==> config.mk <==
export PLATFORM = sky130hd
export DESIGN_NAME = hazardUnit
export DESIGN_NICKNAME = d
export VERILOG_FILES = /design/src/hdl/cpuPkg.sv /design/src/hdl/hazardUnit.sv
export SDC_FILE = /design/constraint.sdc
export NUM_CORES = 1
export LEC_CHECK = 0
export ABC_AREA = 1
export BUFFER_PORTS_ARGS = -buffer_cell sky130_fd_sc_hd__clkbuf_2
export CAP_MARGIN = 20
export CORE_UTILIZATION = 34
export DETAILED_ROUTE_END_ITERATION = 16
export PLACE_DENSITY_LB_ADDON = 0.25
export SYNTH_ARGS = -nofsm -noshare
export SYNTH_HDL_FRONTEND = slang
export SYNTH_SLANG_ARGS = --single-unit
==> constraint.sdc <==
create_clock -name vclk -period 0.8
set_input_delay 0.04 -clock vclk [all_inputs]
set_output_delay 0.04 -clock vclk [all_outputs]
set_load 0.005 [all_outputs]
==> src/hdl/cpuPkg.sv <==
package cpuPkg;

	typedef logic [31:0] wordT;
	typedef logic [4:0] regAddrT;

	// Major opcode, instruction bits 31:26
	typedef enum logic [5:0] {
		OpRType = 6'b000000,
		OpJ     = 6'b000010,
		OpBne   = 6'b000101,
		OpLi    = 6'b001001,
		OpXori  = 6'b001110,
		OpLw    = 6'b100011,
		OpSw    = 6'b101011
	} opcodeE;

	// R-type function code, bits 5:0
	typedef enum logic [5:0] {
		FuncAdd = 6'b100000,
		FuncSub = 6'b100010,
		FuncSlt = 6'b101010
	} funcE;

	// Operation picked in decode
	typedef enum logic [2:0] {
		AluAdd,
		AluSub,
		AluSlt,
		AluXor,
		AluPassImm
	} aluOpE;

	// Where an execute operand comes from
	typedef enum logic [1:0] {
		FwdReg,
		FwdMem,
		FwdWb
	} forwardSelE;

endpackage

==> src/hdl/hazardUnit.sv <==
`timescale 1ns/100ps

module hazardUnit (
	input  cpuPkg::regAddrT idSrcA,
	input  cpuPkg::regAddrT idSrcB,
	input  logic idValid,
	input  logic idMemRead,
	input  cpuPkg::regAddrT idDest,
	input  cpuPkg::wordT ifInstr,
	input  logic ifValid,
	input  logic exValid,
	input  logic exRegWrite,
	input  cpuPkg::regAddrT exDest,
	input  logic wbValid,
	input  cpuPkg::regAddrT wbReg,
	output logic stall,
	output cpuPkg::forwardSelE forwardA,
	output cpuPkg::forwardSelE forwardB
);

	cpuPkg::opcodeE ifOpcode;
	logic usesRs;
	logic usesRt;

	function automatic cpuPkg::forwardSelE pickSource(
		input cpuPkg::regAddrT src,
		input logic exWrites,
		input cpuPkg::regAddrT exReg,
		input logic wbWrites,
		input cpuPkg::regAddrT wbAddr
	);
		// Youngest result first
		if (src == '0) begin
			return cpuPkg::FwdReg;
		end else if (exWrites && exReg == src) begin
			return cpuPkg::FwdMem;
		end else if (wbWrites && wbAddr == src) begin
			return cpuPkg::FwdWb;
		end
		return cpuPkg::FwdReg;
	endfunction

	assign ifOpcode = cpuPkg::opcodeE'(ifInstr[31:26]);
	assign usesRs = ifOpcode inside {cpuPkg::OpRType, cpuPkg::OpBne, cpuPkg::OpSw,
		cpuPkg::OpXori, cpuPkg::OpLw};
	assign usesRt = ifOpcode inside {cpuPkg::OpRType, cpuPkg::OpBne, cpuPkg::OpSw};

	// Load in ID/EX feeding the instruction in IF/ID
	assign stall = ifValid && idValid && idMemRead && idDest != '0 &&
		((usesRs && ifInstr[25:21] == idDest) || (usesRt && ifInstr[20:16] == idDest));

	assign forwardA = pickSource(idSrcA, exValid && exRegWrite, exDest, wbValid, wbReg);
	assign forwardB = pickSource(idSrcB, exValid && exRegWrite, exDest, wbValid, wbReg);

endmodule

==> reports/metrics.cfg <==
[pwr]
pwr-share-comb_pct=100.0
seqPwrFrac_pct=0
leakage_nw=0.644
switching_share_pct=48.2
power.density_nw_per_um2=461
p_int_uw=290
power_uw=560
ir_worst_vdd_mv=0.266
p_switching_uw=270
pwr-share-clk_pct=0

[sta]
timing.final.ws_setup_ns=-0.0848
rsz0062_at_grt=true
slew_headroom_pct=84.8
maxClockFrequency_ghz=1.13
timing_hold_violations_final=0
tightest_slew_ns=0.228
slew_violations=0
fin_crit_sh_pct=111
setup_violations=3
fin_crit_ns=0.885

[worst_hold_path]
hp-class=primary input to output port

[status]
status=complete, but fails checks
failed_checks=setup timing

[setup_path]
endpoint_kind=output port
crit_type=primary input to output port
critPathLaunch=ifInstr[26]
crit_path_end=stall
path_max_fanout=5
cp.arrival_ns=0.84
startpoint_type=primary input
required_ns=0.76

[routing]
wirelength_mm=2.19
first_iter_violations=4
wire_per_inst_um=10.1
route.detailed.drc=0
antenna_left=0
vias_per_cell=4.73
via_count=1022
drt-pass1-iter-count=4

[yosys]
avgSynthCellArea_sq_um=4.83
syn_nets=197
yosysSeqAreaShare_pct=0
synth_cell_types=21
syn_inst=134
yosysWarnings=0
syn_area_sq_um=647

[die]
row_count=15
fp.dieW_um=45.6
die_h_um=45.6
io_pins=68
core_sq_um=1760
start_util_pct=36.7
die_area_sq_um=2080

[layout]
utilization_pct=68.9
seq_cells=0
antennaDiodeCount=0
design_area_sq_um=1210
nClkBuffers=0
nNetsFinal=256
regArea_sq_um=0
final_layout_size_suffix_gt1_share_pct=52.9
syn_to_final_growth_pct=87.8

[place]
portBuffers=52
dpl-instance-area_sq_um=968
dp_hpwl_mm=1.67
dp_slack_ns=-0.0818
gp_congestion=0.825

[grt]
grt_pass1_wl_mm=3.08
grt_max_degree=6
grt_pass1_vias=855
globalRoute.totalOverflow=0
grt_antenna_before_repair=0
track_usage_pct=19.2

[cts]
cts_hold_buf=0

[flow_run]
maxCapViolations=0

==> power by group through the flow <==
stage	Clock (mW)	Combinational, mW	Sequential, mW
detailed placement	0	0.420	0
global placement	0	0.414	0
floorplan	0	0.204	0
global route	0	0.618	0
CTS	0	0.449	0
finish	0	0.560	0
==> critical path, stage by stage <==
cell      delay [ns]
buf_4           0.12
nand2_2         0.06
inv_2           0.05
nand2_1         0.04
nor2_1          0.11
nor2_1          0.06
nand2_1         0.06
nand2_1         0.06
a21oi_2         0.13
clkbuf_2        0.12
==> stage by stage <==
step | hold slack (ns) | std cells | TNS (ns)
2_1_floorplan | 0.192 | 134 | 0
3_3_place_gp | 0.389 | 215 | -0.142
3_5_place_dp | 0.389 | 215 | -0.203
4_1_cts | 0.394 | 215 | -0.166
5_1_grt | 0.398 | 216 | -0.397
6_report | 0.391 | 216 | -0.158
==> worst min path at each step <==
stage | start | endpoint | slack, ns | depth (start not counted)
final | idMemRead | stall | 0.39 | 4
after detailed placement | idMemRead | stall | 0.39 | 4
after CTS | idMemRead | stall | 0.39 | 4
after global placement | idMemRead | stall | 0.39 | 4
after floorplan | idValid | stall | 0.19 | 2
after global routing | idMemRead | stall | 0.40 | 4
==> routing by layer <==
layer,up-vias,wire [um],global-route usage (%)
li1,539,-,-
met1,438,787,21.4
met2,43,1240,39.7
met3,2,152,1.19
met4,0,11,1.21
met5,-,0,0
==> cells in the mapped netlist, drive strengths merged <==
cell / number / area share (%)
nand2: 45 / 26
inv: 24 / 14
nor2: 21 / 14
nand3: 8 / 6.2
xnor2: 8 / 11
nor3: 7 / 5.4
xor2: 5 / 6.8
nand4: 4 / 3.9
a21oi: 3 / 2.9
o21ai: 3 / 2.3
o2111ai: 2 / 2.7
a211oi: 1 / 1.2
nor3b: 1 / 1.2
o211ai: 1 / 1.2
or2: 1 / 0.97
==> kinds of logic after synthesis <==
kind of cell / after synthesis / synth area share [%]
AND/OR/NAND/NOR: 87 / 58.2
buffers and inverters: 24 / 13.9
XOR/XNOR: 13 / 17.6
AO/OA/AOI/OAI: 10 / 10.3
==> what timing repair did <==
item | in CTS | in global routing
resized for setup | 10 | 71
hold endpoints to repair | 0 | 0
pin swaps | 2 | 25
setup buffers | 0 | 1
setup endpoints to repair | 5 | 5
==> cell type report <==
cell class	count	area (sq um)
Tap cell	25	31.3
Multi-Input combinational cell	110	659
Inverter	24	103
Timing Repair Buffer	57	422
Fill cell	174	549
==> cells in the final DEF (no fill, tap or decap), drive strengths merged, types with 4 or more instances in the layout <==
cell | netlist | routed
buf | 0 | 25
inv | 24 | 24
nor2 | 21 | 21
clkbuf | 0 | 32
xnor2 | 8 | 8
nor3 | 7 | 7
nand4 | 4 | 4
nand3 | 8 | 8
nand2 | 45 | 45
xor2 | 5 | 5
(Power assumes the default switching activity.)
