$ cat config.mk
export PLATFORM = sky130hd
export DESIGN_NAME = executeStage
export DESIGN_NICKNAME = d
export VERILOG_FILES = /design/src/hdl/cpuPkg.sv /design/src/hdl/executeStage.sv
export SDC_FILE = /design/constraint.sdc
export NUM_CORES = 1
export LEC_CHECK = 0
export ABC_AREA = 1
export BUFFER_PORTS_ARGS = -buffer_cell sky130_fd_sc_hd__buf_2
export CORE_MARGIN = 4
export CORE_UTILIZATION = 35
export DETAILED_ROUTE_END_ITERATION = 10
export PLACE_DENSITY = 0.68
export RECOVER_POWER = 50
export SLEW_MARGIN = 20
export SYNTH_ARGS = -nofsm -noshare
export SYNTH_HDL_FRONTEND = slang
export SYNTH_SLANG_ARGS = --single-unit
$ cat constraint.sdc
create_clock -name clk -period 4 [get_ports clk]
set_input_delay 0.6 -clock clk [delete_from_list [all_inputs] [get_ports clk]]
set_output_delay 0.6 -clock clk [all_outputs]
set_load 0.005 [all_outputs]
$ cat src/hdl/cpuPkg.sv
package cpuPkg;

	typedef logic [31:0] wordT;
	typedef logic [4:0] regAddrT;

	// Major opcode, instruction bits 31:26
	typedef enum logic [5:0] {
		OpRType = 6'b000000,
		OpJ     = 6'b000010,
		OpBne   = 6'b000101,
		OpLi    = 6'b001001,
		OpXori  = 6'b001110,
		OpLw    = 6'b100011,
		OpSw    = 6'b101011
	} opcodeE;

	// R-type function code, bits 5:0
	typedef enum logic [5:0] {
		FuncAdd = 6'b100000,
		FuncSub = 6'b100010,
		FuncSlt = 6'b101010
	} funcE;

	// Operation picked in decode
	typedef enum logic [2:0] {
		AluAdd,
		AluSub,
		AluSlt,
		AluXor,
		AluPassImm
	} aluOpE;

	// Where an execute operand comes from
	typedef enum logic [1:0] {
		FwdReg,
		FwdMem,
		FwdWb
	} forwardSelE;

endpackage

$ cat src/hdl/executeStage.sv
`timescale 1ns/100ps

module executeStage (
	input  logic clk,
	input  logic reset,
	input  logic idValid,
	input  cpuPkg::aluOpE idAluOp,
	input  cpuPkg::wordT idRegA,
	input  cpuPkg::wordT idRegB,
	input  cpuPkg::wordT idImm,
	input  logic idBranch,
	input  cpuPkg::wordT idBranchTarget,
	input  logic idMemRead,
	input  logic idMemWrite,
	input  logic idRegWrite,
	input  cpuPkg::regAddrT idDest,
	input  cpuPkg::forwardSelE forwardA,
	input  cpuPkg::forwardSelE forwardB,
	input  cpuPkg::wordT wbData,
	output logic branchTaken,
	output cpuPkg::wordT branchTarget,
	output logic exValid,
	output logic exMemRead,
	output logic exMemWrite,
	output logic exRegWrite,
	output cpuPkg::regAddrT exDest,
	output cpuPkg::wordT exResult,
	output cpuPkg::wordT exStoreData
);

	cpuPkg::wordT opA;
	cpuPkg::wordT fwdB;
	cpuPkg::wordT opB;
	cpuPkg::wordT aluResult;
	logic useImm;

	function automatic cpuPkg::wordT selectOperand(
		input cpuPkg::forwardSelE sel,
		input cpuPkg::wordT regVal,
		input cpuPkg::wordT memVal,
		input cpuPkg::wordT wbVal
	);
		case (sel)
			cpuPkg::FwdMem: return memVal;
			cpuPkg::FwdWb: return wbVal;
			default: return regVal;
		endcase
	endfunction

	assign opA = selectOperand(forwardA, idRegA, exResult, wbData);
	assign fwdB = selectOperand(forwardB, idRegB, exResult, wbData);

	// Address calculation and XORI use the immediate
	assign useImm = idMemRead || idMemWrite || idAluOp == cpuPkg::AluXor;
	assign opB = useImm ? idImm : fwdB;

	always_comb begin
		case (idAluOp)
			cpuPkg::AluAdd: aluResult = opA + opB;
			cpuPkg::AluSub: aluResult = opA - opB;
			cpuPkg::AluSlt: aluResult = (opA < opB) ? 32'd1 : 32'd0;
			cpuPkg::AluXor: aluResult = opA ^ opB;
			cpuPkg::AluPassImm: aluResult = idImm;
			default: aluResult = '0;
		endcase
	end

	assign branchTaken = idValid && idBranch && opA != fwdB;
	assign branchTarget = idBranchTarget;

	always_ff @(posedge clk) begin
		if (reset) begin
			exValid <= 1'b0;
			exMemRead <= 1'b0;
			exMemWrite <= 1'b0;
			exRegWrite <= 1'b0;
		end else begin
			exValid <= idValid && !branchTaken;
			exMemRead <= idMemRead;
			exMemWrite <= idMemWrite;
			exRegWrite <= idRegWrite;
		end
	end

	always_ff @(posedge clk) begin
		exDest <= idDest;
		exResult <= aluResult;
		exStoreData <= fwdB;
	end

endmodule

==> results of run 1 <==
==> synth_stat cells, types with 2 or more instances <==
cell type | instances | area share [%]
inv_2 | 27 | 1.1
o211ai_1 | 5 | 0.42
o21bai_1 | 10 | 0.83
a31oi_1 | 2 | 0.14
or2_2 | 26 | 1.8
ha_1 | 67 | 9.3
nand4_1 | 8 | 0.56
nand2_1 | 571 | 24
buf_6 | 2 | 0.25
o21ai_1 | 28 | 1.6
nand3_1 | 170 | 9.4
nor2_1 | 101 | 4.2
a22oi_1 | 10 | 0.83
a21oi_1 | 86 | 4.8
or2_0 | 11 | 0.76
buf_2 | 31 | 1.7
fa_1 | 2 | 0.44
a21o_1 | 4 | 0.33
nor3_1 | 12 | 0.67
nand3b_1 | 10 | 0.83
inv_1 | 193 | 8.0
o2111ai_1 | 2 | 0.19
a21boi_0 | 2 | 0.17
buf_4 | 34 | 2.8
o21ai_0 | 112 | 6.2
nor2_2 | 2 | 0.14
clkbuf_1 | 16 | 0.67
dfxtp_1 | 73 | 16
xnor2_1 | 10 | 0.97
==> worst max-delay path, stage by stage <==
cell	delay, ns
buf_2	0.11
inv_1	0.05
ha_1	0.35
buf_4	0.34
nand2_1	0.08
nand3_1	0.07
nand2_1	0.09
o21ai_0	0.23
ha_1	0.37
a21oi_1	0.41
o21ai_0	0.26
a21oi_1	0.17
nand2_1	0.17
nand3_1	0.20
nand3_1	0.09
nand3_1	0.12
nand3_1	0.11
==> state kept, by name (all words and copies together), names as in the netlist <==
name         cells
exMemWrite       1
exResult        32
exMemRead        1
exValid          1
exRegWrite       1
exDest           5
exStoreData     32
==> per-layer routing <==
layer  share of wire [%]  vias up  global-route usage (%)
met5                   0        -                       0
li1                    -     5596                       -
met4                 2.3        0                    6.28
met3                  12       61                    6.96
met2                  41      654                    38.9
met1                  45     5246                    39.0
==> area by class of cell <==
type,instances,area share [%]
diodes,1,0.0231
repair buffers,279,14.4
well taps,330,3.81
flip-flops and latches,73,13.5
clock inverters,6,1.04
clock buffers,10,2.11
multi-input cells,1259,57.6
inverters,220,7.61
==> worst max path at each step <==
stage                           end   startpoint  cells after the start
2_1_floorplan   exResult[8]$_DFF_P_  forwardB[0]                     17
3_3_place_gp   exResult[20]$_DFF_P_  forwardB[0]                     17
3_5_place_dp   exResult[20]$_DFF_P_  forwardB[0]                     17
4_1_cts                 branchTaken  forwardB[0]                     17
5_1_grt        exResult[31]$_DFF_P_  forwardB[0]                     18
6_report       exResult[20]$_DFF_P_  forwardB[0]                     17
==> cell usage in the layout, fill, tap and decap left out, drive strengths merged, types with 8 or more instances in the layout <==
cell and instances:
clkbuf 37, o21ai 140, nor3 13, inv 222, a21oi 86, nor2 103
nand2 571, dfxtp 73, nand3b 10, xnor2 10, o21bai 10, or2 38
nand3 170, a22oi 10, buf 252, ha 67, nand4 8
==> where the power goes <==
part / internal [uW] / switching, uW / total (uW) / leakage (uW)
clock network: 615 / 380 / 995 / 0.000167
logic: 800 / 1530 / 2330 / 0.00509
registers: 840 / 102 / 942 / 0.000611
==> stage by stage <==
| stage | instance area [um2] | total power [uW] | hold WS [ns] | util (%) | worst slack (ns) |
|---|---|---|---|---|---|
| 2_1_floorplan | 9020 | 2330 | 0.609 | - | 0.880 |
| 3_3_place_gp | 10500 | 3220 | 0.638 | 41.7 | 0.207 |
| 3_5_place_dp | 10500 | 3220 | 0.637 | 41.7 | 0.162 |
| 4_1_cts | 10900 | 4220 | 0.333 | 43.1 | 0.492 |
| 5_1_grt | 10900 | 4550 | 0.331 | 43.0 | 0.121 |
| 6_report | 10900 | 4270 | 0.343 | 43.0 | 0.391 |
==> cells by family (layout without fill, tap and decap cells) <==
group / count (synthesis) / count (layout) / synth area share, %
AND/OR/NAND/NOR: 916 / 916 / 42.7
buffers and inverters: 304 / 515 / 14.7
AO/OA/AOI/OAI: 263 / 263 / 15.6
adder cells (fa/ha/maj): 69 / 69 / 9.74
XOR/XNOR: 11 / 11 / 1.07
other: 0 / 1 / 0
flip-flops: 73 / 73 / 16.2
==> impl_metrics.ini, run 1 <==
[status]
status = completed

[clock_tree]
cts.clk_slew.worst_paths_ns = 0.07
htree_num_levels = 3
ctsRootBufferMaster = clkbuf_16
insertion_delay_ns = 0.35
hold_buffers = 0
cts_setup_buffers = 0
cts_resized = 0
cts_tree = done
clockBufferDepth = 2
cts_buffers = 9
cts_sinks = 73

[critical_path]
critPathCaptureType = flop
r2r_end = exResult[18]$_DFF_P_
cp-start-kind = input pin
crit_type = in -> reg
r2r_slack_ns = 0.85
cp.arrival_ns = 3.83
worstPathMaxFanout = 21
r2r-start = exResult[0]$_DFF_P_
worstPathRequired_ns = 4.22
r2r_cells = 17

[finish]
multi_input_area_um2 = 6250
fin_nets = 2090
seq_area_um2 = 1460
layout-drive-gt1-share_pct = 17.7
nFillCells = 2792
stdcell_count = 2178
area_growth_pct = 20.3

[detailed_routing]
wl_per_cell_um = 18.2
drc = 0
viasPerCell = 5.31
antenna_left = 0
dr_total_vias = 11600
drtPass1Iterations = 6
routed_wl_um = 39700
drtIter0Drc = 1529

[floorplan]
start_util_pct = 35.7
core.rowCount = 58
die_width_um = 169
ios = 285
core_um2 = 25300
die_y_um = 169
die_area_um2 = 28400

[sta]
tns_ns = 0
hold_violations = 0
max_freq_mhz = 277
rsz0062_at_grt = no
fin_worst_skew_ns = 0.00982
finalSetupViolCount = 0
tightest_slew_ns = 0.984
finalCritPeriodShare_pct = 90.2
fin_crit_ns = 3.61
finalMaxSlewViolations = 0
relSlewSlack_pct = 34.2

[placed_design]
place.gp.congestion = 1.02
io_buffers = 220
dp.cells = 2161
hpwlAfterDp_um = 33000

[global_route]
grt_pass1_wl_um = 59300
grt_pass1_vias = 10400
gr-total-overflow = 0
track_usage_pct = 26.6
grt_max_degree = 47
antenna_found_initial = 1

[yosys]
async_flop_share_pct = 0
synth_edf_count = 0
synth.distinct_cells = 38
synth_warnings = 0
ys_seq_area_share_pct = 16.2
syn_avg_cell_area_um2 = 5.51
ys.flop_type = dfxtp_1
synth-seq-cells = 73
syn_area_um2 = 9020
syn_nets = 1884
synthCells = 1636

[hold_path]
holdPathStages = 1
min_to = exDest[1]$_DFF_P_
hold_path.class = in -> reg
holdCritStartpoint = idDest[1]

[power_and_ir_drop]
ir_drop_mv = 0.216
power_density_nw_per_um2 = 393
leakage_uw = 0.00587

[run]
drv_cap = 0
Note: power is estimated with default switching activity, not from simulation.
==> run 2, diff against run 1 <==
--- a/config.mk
+++ b/config.mk
@@ -8,9 +8,9 @@
 export ABC_AREA = 1
 export BUFFER_PORTS_ARGS = -buffer_cell sky130_fd_sc_hd__buf_2
 export CORE_MARGIN = 4
-export CORE_UTILIZATION = 35
+export CORE_UTILIZATION = 53
 export DETAILED_ROUTE_END_ITERATION = 10
-export PLACE_DENSITY = 0.68
+export PLACE_DENSITY = 0.93
 export RECOVER_POWER = 50
 export SLEW_MARGIN = 20
 export SYNTH_ARGS = -nofsm -noshare
==> run 2 against run 1 <==
Net effect:
- critical path depth increased by 5
- first-iteration DRC count increased by 9.5%
- final area decreased by 2.7%
- critical path type unchanged
- critical endpoint is now exResult[31]$_DFF_P_
- largest cell class unchanged
==> impl_metrics.ini, run 2 (synthesis gave the netlist of run 1 again) <==
[global_route]
grt_pass1_wl_um = 58900
track_usage_pct = 38.2
grt_max_degree = 44
antenna_found_initial = 2
gr-total-overflow = 0
grt_pass1_vias = 10900

[detailed_routing]
dr_total_vias = 11900
routed_wl_um = 38600
wl_per_cell_um = 18.8
drc = 0
viasPerCell = 5.80
drtIter0Drc = 1675
drtPass1Iterations = 6
antenna_left = 0

[power_and_ir_drop]
p_int_uw = 2030
clkPwrFrac_pct = 19.7
power.switching_uw = 2010
ir_drop_mv = 0.227
p_seq_share_pct = 23.3
power_density_nw_per_um2 = 382
comb_power_share_pct = 57.0
p_sw_share_pct = 49.7
leakage_uw = 0.00577

[status]
status = completed

[clock_tree]
htree_num_levels = 3
ctsRootBufferMaster = clkbuf_16
cts_sinks = 73
cts_tree = done
cts_setup_buffers = 0
insertion_delay_ns = 0.36
cts_buffers = 9
clockBufferDepth = 2
cts.clk_slew.worst_paths_ns = 0.06
cts_resized = 0
hold_buffers = 0

[critical_path]
slowest_stage = ha_1
cp-start-kind = input pin
worstPathMaxFanout = 28
crit_chain = buf_2, inv_1, ha_1, inv_2, buf_12, or2_1, nand2_1, o21ai_0, ha_1, buf_4, nor2_1, inv_1, nor2_1, nand2_1, nand2_1, inv_2, nor2_1, nor2_1, nand2_1, nand2_1, nand3_1, nand3_1
max_stage_delay_ns = 0.36
timing.critical_path.mode_cell = nand2_1
cp.arrival_ns = 3.91
critPathCaptureType = flop
worstPathRequired_ns = 4.23
crit_type = in -> reg

[placed_design]
io_buffers = 220
hpwlAfterDp_um = 31500
place.gp.congestion = 1.09
placed_area_um2 = 10300
dp_slack_ns = 0.0987
dp.cells = 2037

[sta]
tns_ns = 0
holdWs_ns = 0.345
relSlewSlack_pct = 49.3
finalSetupViolCount = 0
rsz0062_at_grt = no
finalCritPeriodShare_pct = 92.0
hold_violations = 0
max_freq_mhz = 272
fin_crit_ns = 3.68
fin_ws_ns = 0.320
tightest_slew_ns = 0.759
finalMaxSlewViolations = 0
fin_worst_skew_ns = 0.00833

[finish]
layout-drive-gt1-share_pct = 17.2
nFillCells = 1707
fin_nets = 2076
final_cell_area_um2 = 10600
stdcell_count = 2055
final_cell_mix = nand2_1, buf_2, inv_1
largestRegisters = exResult (32), exStoreData (32), exDest (5)
area_growth_pct = 17.1
final_common_cell = nand2_1

[hold_path]
hold_path.class = in -> reg

[floorplan]
start_util_pct = 54.2
die_area_um2 = 19200
core_um2 = 16600
die_width_um = 138
die_y_um = 138
core.rowCount = 47
ios = 285

[run]
drv_cap = 0
run 2: worst max-delay path: cells and delay by family:
| family | cells | cell delay [ns] |
|---|---|---|
| compound gates | 1 | 0.24 |
| fa+ha+maj | 2 | 0.65 |
| buf+inv | 7 | 0.98 |
| simple gates | 12 | 1.42 |
run 2: area by class of cell:
class / instances / area (um2) / share of cell area [%]
multi-input cells: 1259 / 6250 / 59.2
repair buffers: 265 / 1470 / 13.9
flip-flops and latches: 73 / 1460 / 13.8
inverters: 220 / 826 / 7.82
well taps: 220 / 275 / 2.61
clock buffers: 10 / 229 / 2.17
clock inverters: 6 / 43.8 / 0.415
diodes: 2 / 5.00 / 0.0474
run 2: power groups by stage:
stage                     Clock (uW)  Combinational [uW]  Sequential [uW]
after floorplan                    0                1410              922
after global placement             0                2170              946
after detailed placement           0                2200              947
after CTS                        791                2220              930
after global routing             830                2510              947
final                            796                2300              941
run 2: stage by stage:
step / power, uW / util [%]
6_report: 4040 / 63.4
5_1_grt: 4290 / 63.4
4_1_cts: 3940 / 63.6
3_5_place_dp: 3150 / 62.0
3_3_place_gp: 3120 / 62.0
2_1_floorplan: 2330 / -
run 2: worst paths after layout:
check / slack [ns] / cells after the start / endpoint / startpoint
worst max-delay path: 0.32 / 22 / exResult[31]$_DFF_P_ / forwardB[0]
worst min-delay path: 0.35 / 1 / exDest[1]$_DFF_P_ / idDest[1]
worst max register to register: 0.86 / 17 / exResult[26]$_DFF_P_ / exResult[0]$_DFF_P_
worst min register to register: 0.67 / 4 / exStoreData[17]$_DFF_P_ / exResult[17]$_DFF_P_
run 2: metal layers:
metal	global-route usage (%)	vias up	wire (um)
li1	-	5562	-
met1	53.1	5321	15600
met2	56.8	937	16000
met3	13.1	102	5930
met4	9.72	2	945
met5	0	-	13
