$ cat src/hdl/cpuPkg.sv
package cpuPkg;

	typedef logic [31:0] wordT;
	typedef logic [4:0] regAddrT;

	// Major opcode, instruction bits 31:26
	typedef enum logic [5:0] {
		OpRType = 6'b000000,
		OpJ     = 6'b000010,
		OpBne   = 6'b000101,
		OpLi    = 6'b001001,
		OpXori  = 6'b001110,
		OpLw    = 6'b100011,
		OpSw    = 6'b101011
	} opcodeE;

	// R-type function code, bits 5:0
	typedef enum logic [5:0] {
		FuncAdd = 6'b100000,
		FuncSub = 6'b100010,
		FuncSlt = 6'b101010
	} funcE;

	// Operation picked in decode
	typedef enum logic [2:0] {
		AluAdd,
		AluSub,
		AluSlt,
		AluXor,
		AluPassImm
	} aluOpE;

	// Where an execute operand comes from
	typedef enum logic [1:0] {
		FwdReg,
		FwdMem,
		FwdWb
	} forwardSelE;

endpackage

$ cat src/hdl/decodeStage.sv
`timescale 1ns/100ps

module decodeStage (
	input  logic clk,
	input  logic reset,
	input  cpuPkg::wordT ifInstr,
	input  cpuPkg::wordT ifPcNext,
	input  logic ifValid,
	input  logic stall,
	input  logic branchTaken,
	input  logic wbValid,
	input  cpuPkg::regAddrT wbReg,
	input  cpuPkg::wordT wbData,
	output logic jumpTaken,
	output cpuPkg::wordT jumpTarget,
	output logic idValid,
	output cpuPkg::aluOpE idAluOp,
	output cpuPkg::regAddrT idSrcA,
	output cpuPkg::regAddrT idSrcB,
	output cpuPkg::wordT idRegA,
	output cpuPkg::wordT idRegB,
	output cpuPkg::wordT idImm,
	output logic idBranch,
	output cpuPkg::wordT idBranchTarget,
	output logic idMemRead,
	output logic idMemWrite,
	output logic idRegWrite,
	output cpuPkg::regAddrT idDest
);

	cpuPkg::wordT regFile [32];
	cpuPkg::opcodeE opcode;
	cpuPkg::funcE func;
	cpuPkg::regAddrT rs;
	cpuPkg::regAddrT rt;
	cpuPkg::regAddrT rd;
	cpuPkg::wordT imm;
	cpuPkg::wordT readA;
	cpuPkg::wordT readB;
	cpuPkg::aluOpE aluOp;
	logic regWrite;
	logic memRead;
	logic memWrite;
	logic branch;
	logic useRd;

	assign opcode = cpuPkg::opcodeE'(ifInstr[31:26]);
	assign func = cpuPkg::funcE'(ifInstr[5:0]);
	assign rs = ifInstr[25:21];
	assign rt = ifInstr[20:16];
	assign rd = ifInstr[15:11];
	assign imm = {{16{ifInstr[15]}}, ifInstr[15:0]};

	always_ff @(posedge clk) begin
		if (wbValid && wbReg != '0) begin
			regFile[wbReg] <= wbData;
		end
	end

	// Register 0 reads zero, a same-cycle writeback bypasses the array
	assign readA = (rs == '0) ? '0 : (wbValid && wbReg == rs) ? wbData : regFile[rs];
	assign readB = (rt == '0) ? '0 : (wbValid && wbReg == rt) ? wbData : regFile[rt];

	always_comb begin
		aluOp = cpuPkg::AluAdd;
		regWrite = 1'b0;
		memRead = 1'b0;
		memWrite = 1'b0;
		branch = 1'b0;
		useRd = 1'b0;
		case (opcode)
			cpuPkg::OpRType: begin
				useRd = 1'b1;
				regWrite = func inside {cpuPkg::FuncAdd, cpuPkg::FuncSub, cpuPkg::FuncSlt};
				if (func == cpuPkg::FuncSub) begin
					aluOp = cpuPkg::AluSub;
				end else if (func == cpuPkg::FuncSlt) begin
					aluOp = cpuPkg::AluSlt;
				end
			end
			cpuPkg::OpLi: begin
				aluOp = cpuPkg::AluPassImm;
				regWrite = 1'b1;
			end
			cpuPkg::OpXori: begin
				aluOp = cpuPkg::AluXor;
				regWrite = 1'b1;
			end
			cpuPkg::OpLw: begin
				memRead = 1'b1;
				regWrite = 1'b1;
			end
			cpuPkg::OpSw: memWrite = 1'b1;
			cpuPkg::OpBne: branch = 1'b1;
			default: aluOp = cpuPkg::AluAdd;
		endcase
	end

	// J resolves here
	assign jumpTaken = ifValid && opcode == cpuPkg::OpJ;
	assign jumpTarget = {ifPcNext[31:26], ifInstr[25:0]};

	always_ff @(posedge clk) begin
		if (reset) begin
			idValid <= 1'b0;
			idBranch <= 1'b0;
			idMemRead <= 1'b0;
			idMemWrite <= 1'b0;
			idRegWrite <= 1'b0;
		end else begin
			// Bubble on a stall or a taken branch
			idValid <= ifValid && !stall && !branchTaken;
			idBranch <= branch;
			idMemRead <= memRead;
			idMemWrite <= memWrite;
			idRegWrite <= regWrite;
		end
	end

	always_ff @(posedge clk) begin
		idAluOp <= aluOp;
		idSrcA <= rs;
		idSrcB <= rt;
		idRegA <= readA;
		idRegB <= readB;
		idImm <= imm;
		idBranchTarget <= ifPcNext + imm;
		idDest <= useRd ? rd : rt;
	end

endmodule

$ cat config.mk
export PLATFORM = sky130hd
export DESIGN_NAME = decodeStage
export DESIGN_NICKNAME = d
export VERILOG_FILES = /design/src/hdl/cpuPkg.sv /design/src/hdl/decodeStage.sv
export SDC_FILE = /design/constraint.sdc
export NUM_CORES = 1
export LEC_CHECK = 0
export BUFFER_PORTS_ARGS = -buffer_cell sky130_fd_sc_hd__buf_4
export CORE_ASPECT_RATIO = 1.5
export CORE_UTILIZATION = 30
export DETAILED_ROUTE_END_ITERATION = 7
export SLEW_MARGIN = 25
export SYNTH_ARGS = -nofsm -noshare
export SYNTH_HDL_FRONTEND = slang
export SYNTH_SLANG_ARGS = --single-unit
export TNS_END_PERCENT = 1
$ cat constraint.sdc
create_clock -name clk -period 3.9 [get_ports clk]
set_input_delay 0.39 -clock clk [delete_from_list [all_inputs] [get_ports clk]]
set_output_delay 0.39 -clock clk [all_outputs]
set_load 0.01 [all_outputs]
==> results of run 1 <==
## per-stage QoR
stage / setup slack [ps] / hold WS (ps) / utilization / instances / area (um2)
CTS: 968 / 2.87 / 0.359 / 5604 / 62900
global route: 804 / 50.3 / 0.359 / 5605 / 62900
floorplan: 1040 / 418 / - / 2916 / 53200
detailed placement: 794 / 526 / 0.333 / 5339 / 58400
global placement: 819 / 520 / 0.333 / 5339 / 58400
finish: 990 / 42.7 / 0.359 / 5606 / 62900
## cells in the mapped netlist, types with 16 or more instances
cell      count  share of area
a211oi_1     21         0.0030
a21oi_1      75         0.0071
a221oi_1     37         0.0061
a22oi_1      18         0.0025
buf_2        68         0.0064
buf_4        67         0.0095
clkbuf_1    107         0.0076
dfxtp_1     135          0.051
edfxtp_1   1024           0.58
ha_1         31         0.0073
mux2_1       33         0.0070
mux2_2       51          0.011
mux2i_1     136          0.026
mux4_2      498           0.21
nand2_1     117         0.0083
nor2_1       92         0.0065
nor3_1       16         0.0015
o21ai_0      32         0.0030
o21ai_1      29         0.0027
o21bai_1     18         0.0025
o221ai_1     45         0.0074
o22ai_1      17         0.0020
o31ai_1      18         0.0025
xnor2_1      22         0.0036
## flip-flops by register name, summed over array words and instances (netlist names)
| name | count |
|---|---|
| idBranch | 1 |
| idSrcA | 5 |
| idMemRead | 1 |
| idValid | 1 |
| regFile | 1024 |
| idMemWrite | 1 |
| idSrcB | 5 |
| idImm | 16 |
| idAluOp | 3 |
| idRegA | 32 |
| idDest | 5 |
| idRegWrite | 1 |
| idBranchTarget | 32 |
| idRegB | 32 |
## timing repair
item | 4_1_cts | 5_1_grt
resized for setup | 0 | 0
endpoints found under the hold margin | 182 | 0
hold buffers | 52 | 0
## logic make-up (layout without fill, tap and decap cells)
group	count (synthesis)	count (layout)
DFF	1159	1159
other	1	34
adders and majority gates	32	32
and+or+nand+nor	294	294
AOI/OAI and AO/OA	374	374
xor gates and xnor gates	35	35
muxes	718	718
buffers and inverters	272	680
## final timing paths
path / startpoint / to / cells past startpoint
setup reg to reg: regFile[28][17]$_DFFE_PP_ / idRegA[17]$_SDFF_PN0_ / 5
hold reg to reg: regFile[2][31]$_DFFE_PP_ / idRegA[31]$_SDFF_PN0_ / 5
setup / recovery: ifInstr[27] / idRegWrite$_SDFF_PP0_ / 9
hold / removal: wbData[31] / regFile[1][31]$_DFFE_PP_ / 1
## where the power goes
part / switching (mW) / internal, mW
Clock: 4.97 / 6.77
Sequential: 0.196 / 13.8
Combinational: 1.62 / 1.37
## metal layers
layer / part of all wire / wire [um] / vias up
met5: 0.00050 / 84 / -
met4: 0.032 / 5390 / 16
li1: - / - / 12731
met3: 0.075 / 12600 / 293
met2: 0.51 / 85700 / 1435
met1: 0.38 / 64500 / 16638
## final cells by class
class	instances	area, um2	area share
flip-flops and latches	1159	33500	0.532
multi-input cells	1485	18600	0.295
repair buffers	453	3990	0.0635
clock buffers	151	3080	0.0490
well taps	2280	2850	0.0454
clock inverters	62	890	0.0141
inverters	14	52.6	0.000836
diodes	2	5.00	0.0000796
## critical path, stage by stage
cell and delay, ps:
dlygate4sd3_1 550, buf_4 160, or3_1 400, or4_1 690, nor4_1 490, o21ai_1 160, o21ai_1 110, nor2b_1 130
dlygate4sd3_1 540
==> results.toml, run 1 <==
[global_routing]
use_met1 = 0.228
grt_first_pass_wirelength_mm = 238
grt-busiest-layer = "met2"
antenna_found_initial = 18
grt_pass1_vias = 32298
grt_max_degree = 109
gr-usage-met3 = 0.0348
grt_use_met2 = 0.326
track_usage = 0.186
overflow = 0

[clocking]
cts_buffers = 112
cts_tree = "done"
cts_root_buf = "clkbuf_16"
htree_levels = 3
postCtsSetupRepairBufs = 0
cts_sinks = 1159
clockBufferDepth = 3
clkLatencyLatePin_ps = 770
path_clk_slew_ps = 70

[layout]
mostFrequentLayoutCells = "1024 x edfxtp_1, 498 x mux4_2, 362 x buf_4"
fillers = 16079
nets = 3364
layout_commonest_cell = "edfxtp_1"
areaGrowthSynthToFinish_pct = 18.5
drive_gt1_frac = 0.355

[yosys]
synth_compound_area_frac = 0.0494
synth_top_family_by_area = "multiplexers"
yosysSeqAreaShare = 0.631
synthMuxAreaShare = 0.255
yosys_warnings = 0
async_flop_share = 0
synthFlopType = "edfxtp_1"
synth_seq_cells = 1159
ys_types = 62
synth_xor_area_frac = 0.00578
synth_simple_gate_area_frac = 0.0248
avgSynthCellArea_um2 = 18.4
syn_inst = 2885
syn_area_um2 = 53000
synth-edff-count = 1024
synthAdderAreaFrac = 0.00769

[timing]
fin_crit_ps = 2910
slew_headroom = 0.326
fmax_mhz = 344
finalSetupTns_ps = 0
setup_viol = 0
fin_crit_sh = 0.746
tightestPinTransition_ps = 1010
finalHoldViolCount = 0
final_max_slew_viol_count = 0
grt_setup_unrepaired = "no"
skew_ps = 52.4

[critical_path]
worstPathRequired_ps = 4610
crit_type = "primary input to flop"
end_kind = "flop"
cp_max_fo = 6
r2r_slack_ps = 1830
cp-start-kind = "primary input"
crit_arrival_ps = 3620

[placed_design]
place_congestion = 0.797
portBuffers = 290
post-dp-hpwl_mm = 98.9

[die]
coreArea_um2 = 175000
fp.dieH_um = 517
fp.dieW_um = 345
io_pins = 291
rows = 188
start_util = 0.303
die-area_um2 = 179000

[power_and_ir_drop]
powerDensity_nw_per_um2 = 457
worst_ir_drop_vdd_mv = 0.351
p_leak_nw = 20.8
power.total_mw = 28.8

[routing]
ant_nets = 0
drtPass1Iterations = 6
num_vias = 31113
drt_iter0_markers = 3009
post_drt_wl_per_cell_um = 30.0
routed_wl_mm = 168
vias_per_cell = 5.55
drc = 0

[worst_hold_path]
holdCritPathClass = "primary input to flop"

[run_status]
status = "finished clean"

[run]
max-cap-violations = 0
No activity file was read; power rests on OpenSTA's default activity.
==> inputs of run 2 (changes only) <==
==> constraint.sdc (replaced) <==
create_clock -name clk -period 2.75 [get_ports clk]
set_input_delay 0.275 -clock clk [delete_from_list [all_inputs] [get_ports clk]]
set_output_delay 0.275 -clock clk [all_outputs]
set_load 0.01 [all_outputs]
==> results.toml, run 2 (synthesis gave the netlist of run 1 again) <==
[run_status]
status = "finished clean"

[global_routing]
grt_pass1_vias = 32868
grt_first_pass_wirelength_mm = 243
antenna_found_initial = 16
track_usage = 0.191
grt_max_degree = 50
overflow = 0

[die]
io_pins = 291
fp.dieH_um = 517
fp.dieW_um = 345
die-area_um2 = 179000
coreArea_um2 = 175000
start_util = 0.303
rows = 188

[clocking]
cts_root_buf = "clkbuf_16"
clkLatencyLatePin_ps = 750
cts_buffers = 113
cts_resized = 0
cts_sinks = 1159
clockBufferDepth = 3
path_clk_slew_ps = 70
cts_tree = "done"
htree_levels = 3
cts_hold_buf = 97
postCtsSetupRepairBufs = 0

[routing]
drt_iter0_markers = 3222
post_drt_wl_per_cell_um = 30.0
ant_nets = 0
vias_per_cell = 5.55
routed_wl_mm = 173
drc = 0
num_vias = 31991
drtPass1Iterations = 6

[timing]
setup_viol = 0
slew_headroom = 0.319
skew_ps = 40.1
setup_slack_ps = 90.0
finalSetupTns_ps = 0
final_max_slew_viol_count = 0
fin_crit_ps = 2660
fmax_mhz = 376
finalHoldViolCount = 0
grt_setup_unrepaired = "no"
fin_crit_sh = 0.967
tightestPinTransition_ps = 1020

[placed_design]
place_congestion = 0.811
place_ws_ps = 123
portBuffers = 290
post-dp-hpwl_mm = 105
dp_cells = 5447

[power_and_ir_drop]
worst_ir_drop_vdd_mv = 0.529
power.total_mw = 40.9
p_leak_nw = 21.6
powerDensity_nw_per_um2 = 633

[critical_path]
end_kind = "flop"
crit_arrival_ps = 3360
crit_path_top_delay_cell = "dlygate4sd3_1"
crit_type = "primary input to flop"
crit_chain = "dlygate4sd3_1 -> buf_4 -> ha_1 -> fa_1 -> a21oi_1 -> nor2b_1 -> a31oi_1 -> buf_4 -> o21bai_1 -> a21oi_1 -> xnor2_1 -> dlygate4sd3_1"
crit_family = "buffers and inverters"
worstPathRequired_ps = 3450
cp-start-kind = "primary input"
cp_max_fo = 4
path_buf_inv = 4
critPathMaxStageDelay_ps = 560

[layout]
drive_gt1_frac = 0.371
mostFrequentLayoutCells = "1024 x edfxtp_1, 498 x mux4_2, 430 x buf_4"
largest_reg_flops = 1024
largest-register = "regFile"
fillers = 16016
nets = 3519
post-route-util = 0.369
fin_cells = 5762
layout_commonest_cell = "edfxtp_1"
areaGrowthSynthToFinish_pct = 21.9

[run]
max-cap-violations = 0

[worst_hold_path]
holdCritPathClass = "primary input to flop"
[run 2: changes by cell type in the layout (fill, tap and decap cells not counted), moves of 2 or more]
cell,change
buf_4,+68
dlygate4sd3_1,+45
buf_12,+40
bufinv_16,-5
clkbuf_8,+3
clkinv_2,-3
inv_16,+3
clkbuf_1,-2
clkbuf_16,+2
inv_8,+2
[run 2: final timing paths]
check / from / end / slack, ps / cells past startpoint
max: ifInstr[0] / idBranchTarget[8]$_DFF_P_ / 90 / 12
min: ifInstr[24] / idSrcA[3]$_DFF_P_ / 30 / 2
max reg2reg: regFile[3][14]$_DFFE_PP_ / idRegB[14]$_SDFF_PN0_ / 700 / 4
min reg2reg: regFile[0][31]$_DFFE_PP_ / idRegA[31]$_SDFF_PN0_ / 790 / 5
[run 2: cell type report]
| type | count | area, um2 | area share |
|---|---|---|---|
| multi-input cells | 1485 | 18600 | 0.287 |
| diodes | 2 | 5.00 | 0.0000774 |
| flip-flops and latches | 1159 | 33500 | 0.518 |
| well taps | 2280 | 2850 | 0.0441 |
| repair buffers | 607 | 5780 | 0.0894 |
| inverters | 14 | 52.6 | 0.000813 |
| clock inverters | 60 | 776 | 0.0120 |
| clock buffers | 155 | 3170 | 0.0490 |
[run 2: metal layers]
| layer | global-route usage | up-vias | share of wire |
|---|---|---|---|
| met4 | 0.0613 | 12 | 0.031 |
| met3 | 0.0293 | 268 | 0.069 |
| met2 | 0.330 | 1489 | 0.50 |
| met5 | 0 | - | 0.00045 |
| met1 | 0.245 | 17181 | 0.40 |
| li1 | - | 13041 | - |
[run 2: through the flow]
stage	hold WS [ps]	instance area [um2]
after detailed placement	402	59700
after floorplan	303	53200
final	28.6	64600
after global routing	28.2	64600
after CTS	4.69	64600
after global placement	401	59700
[run 2: power by group]
group	switching, mW	leakage, nW	total, mW	internal (mW)
Clock	7.16	1.93	16.5	9.38
Sequential	0.281	10.4	19.9	19.6
Combinational	2.36	9.32	4.49	2.13
Total	9.79	21.6	40.9	31.1
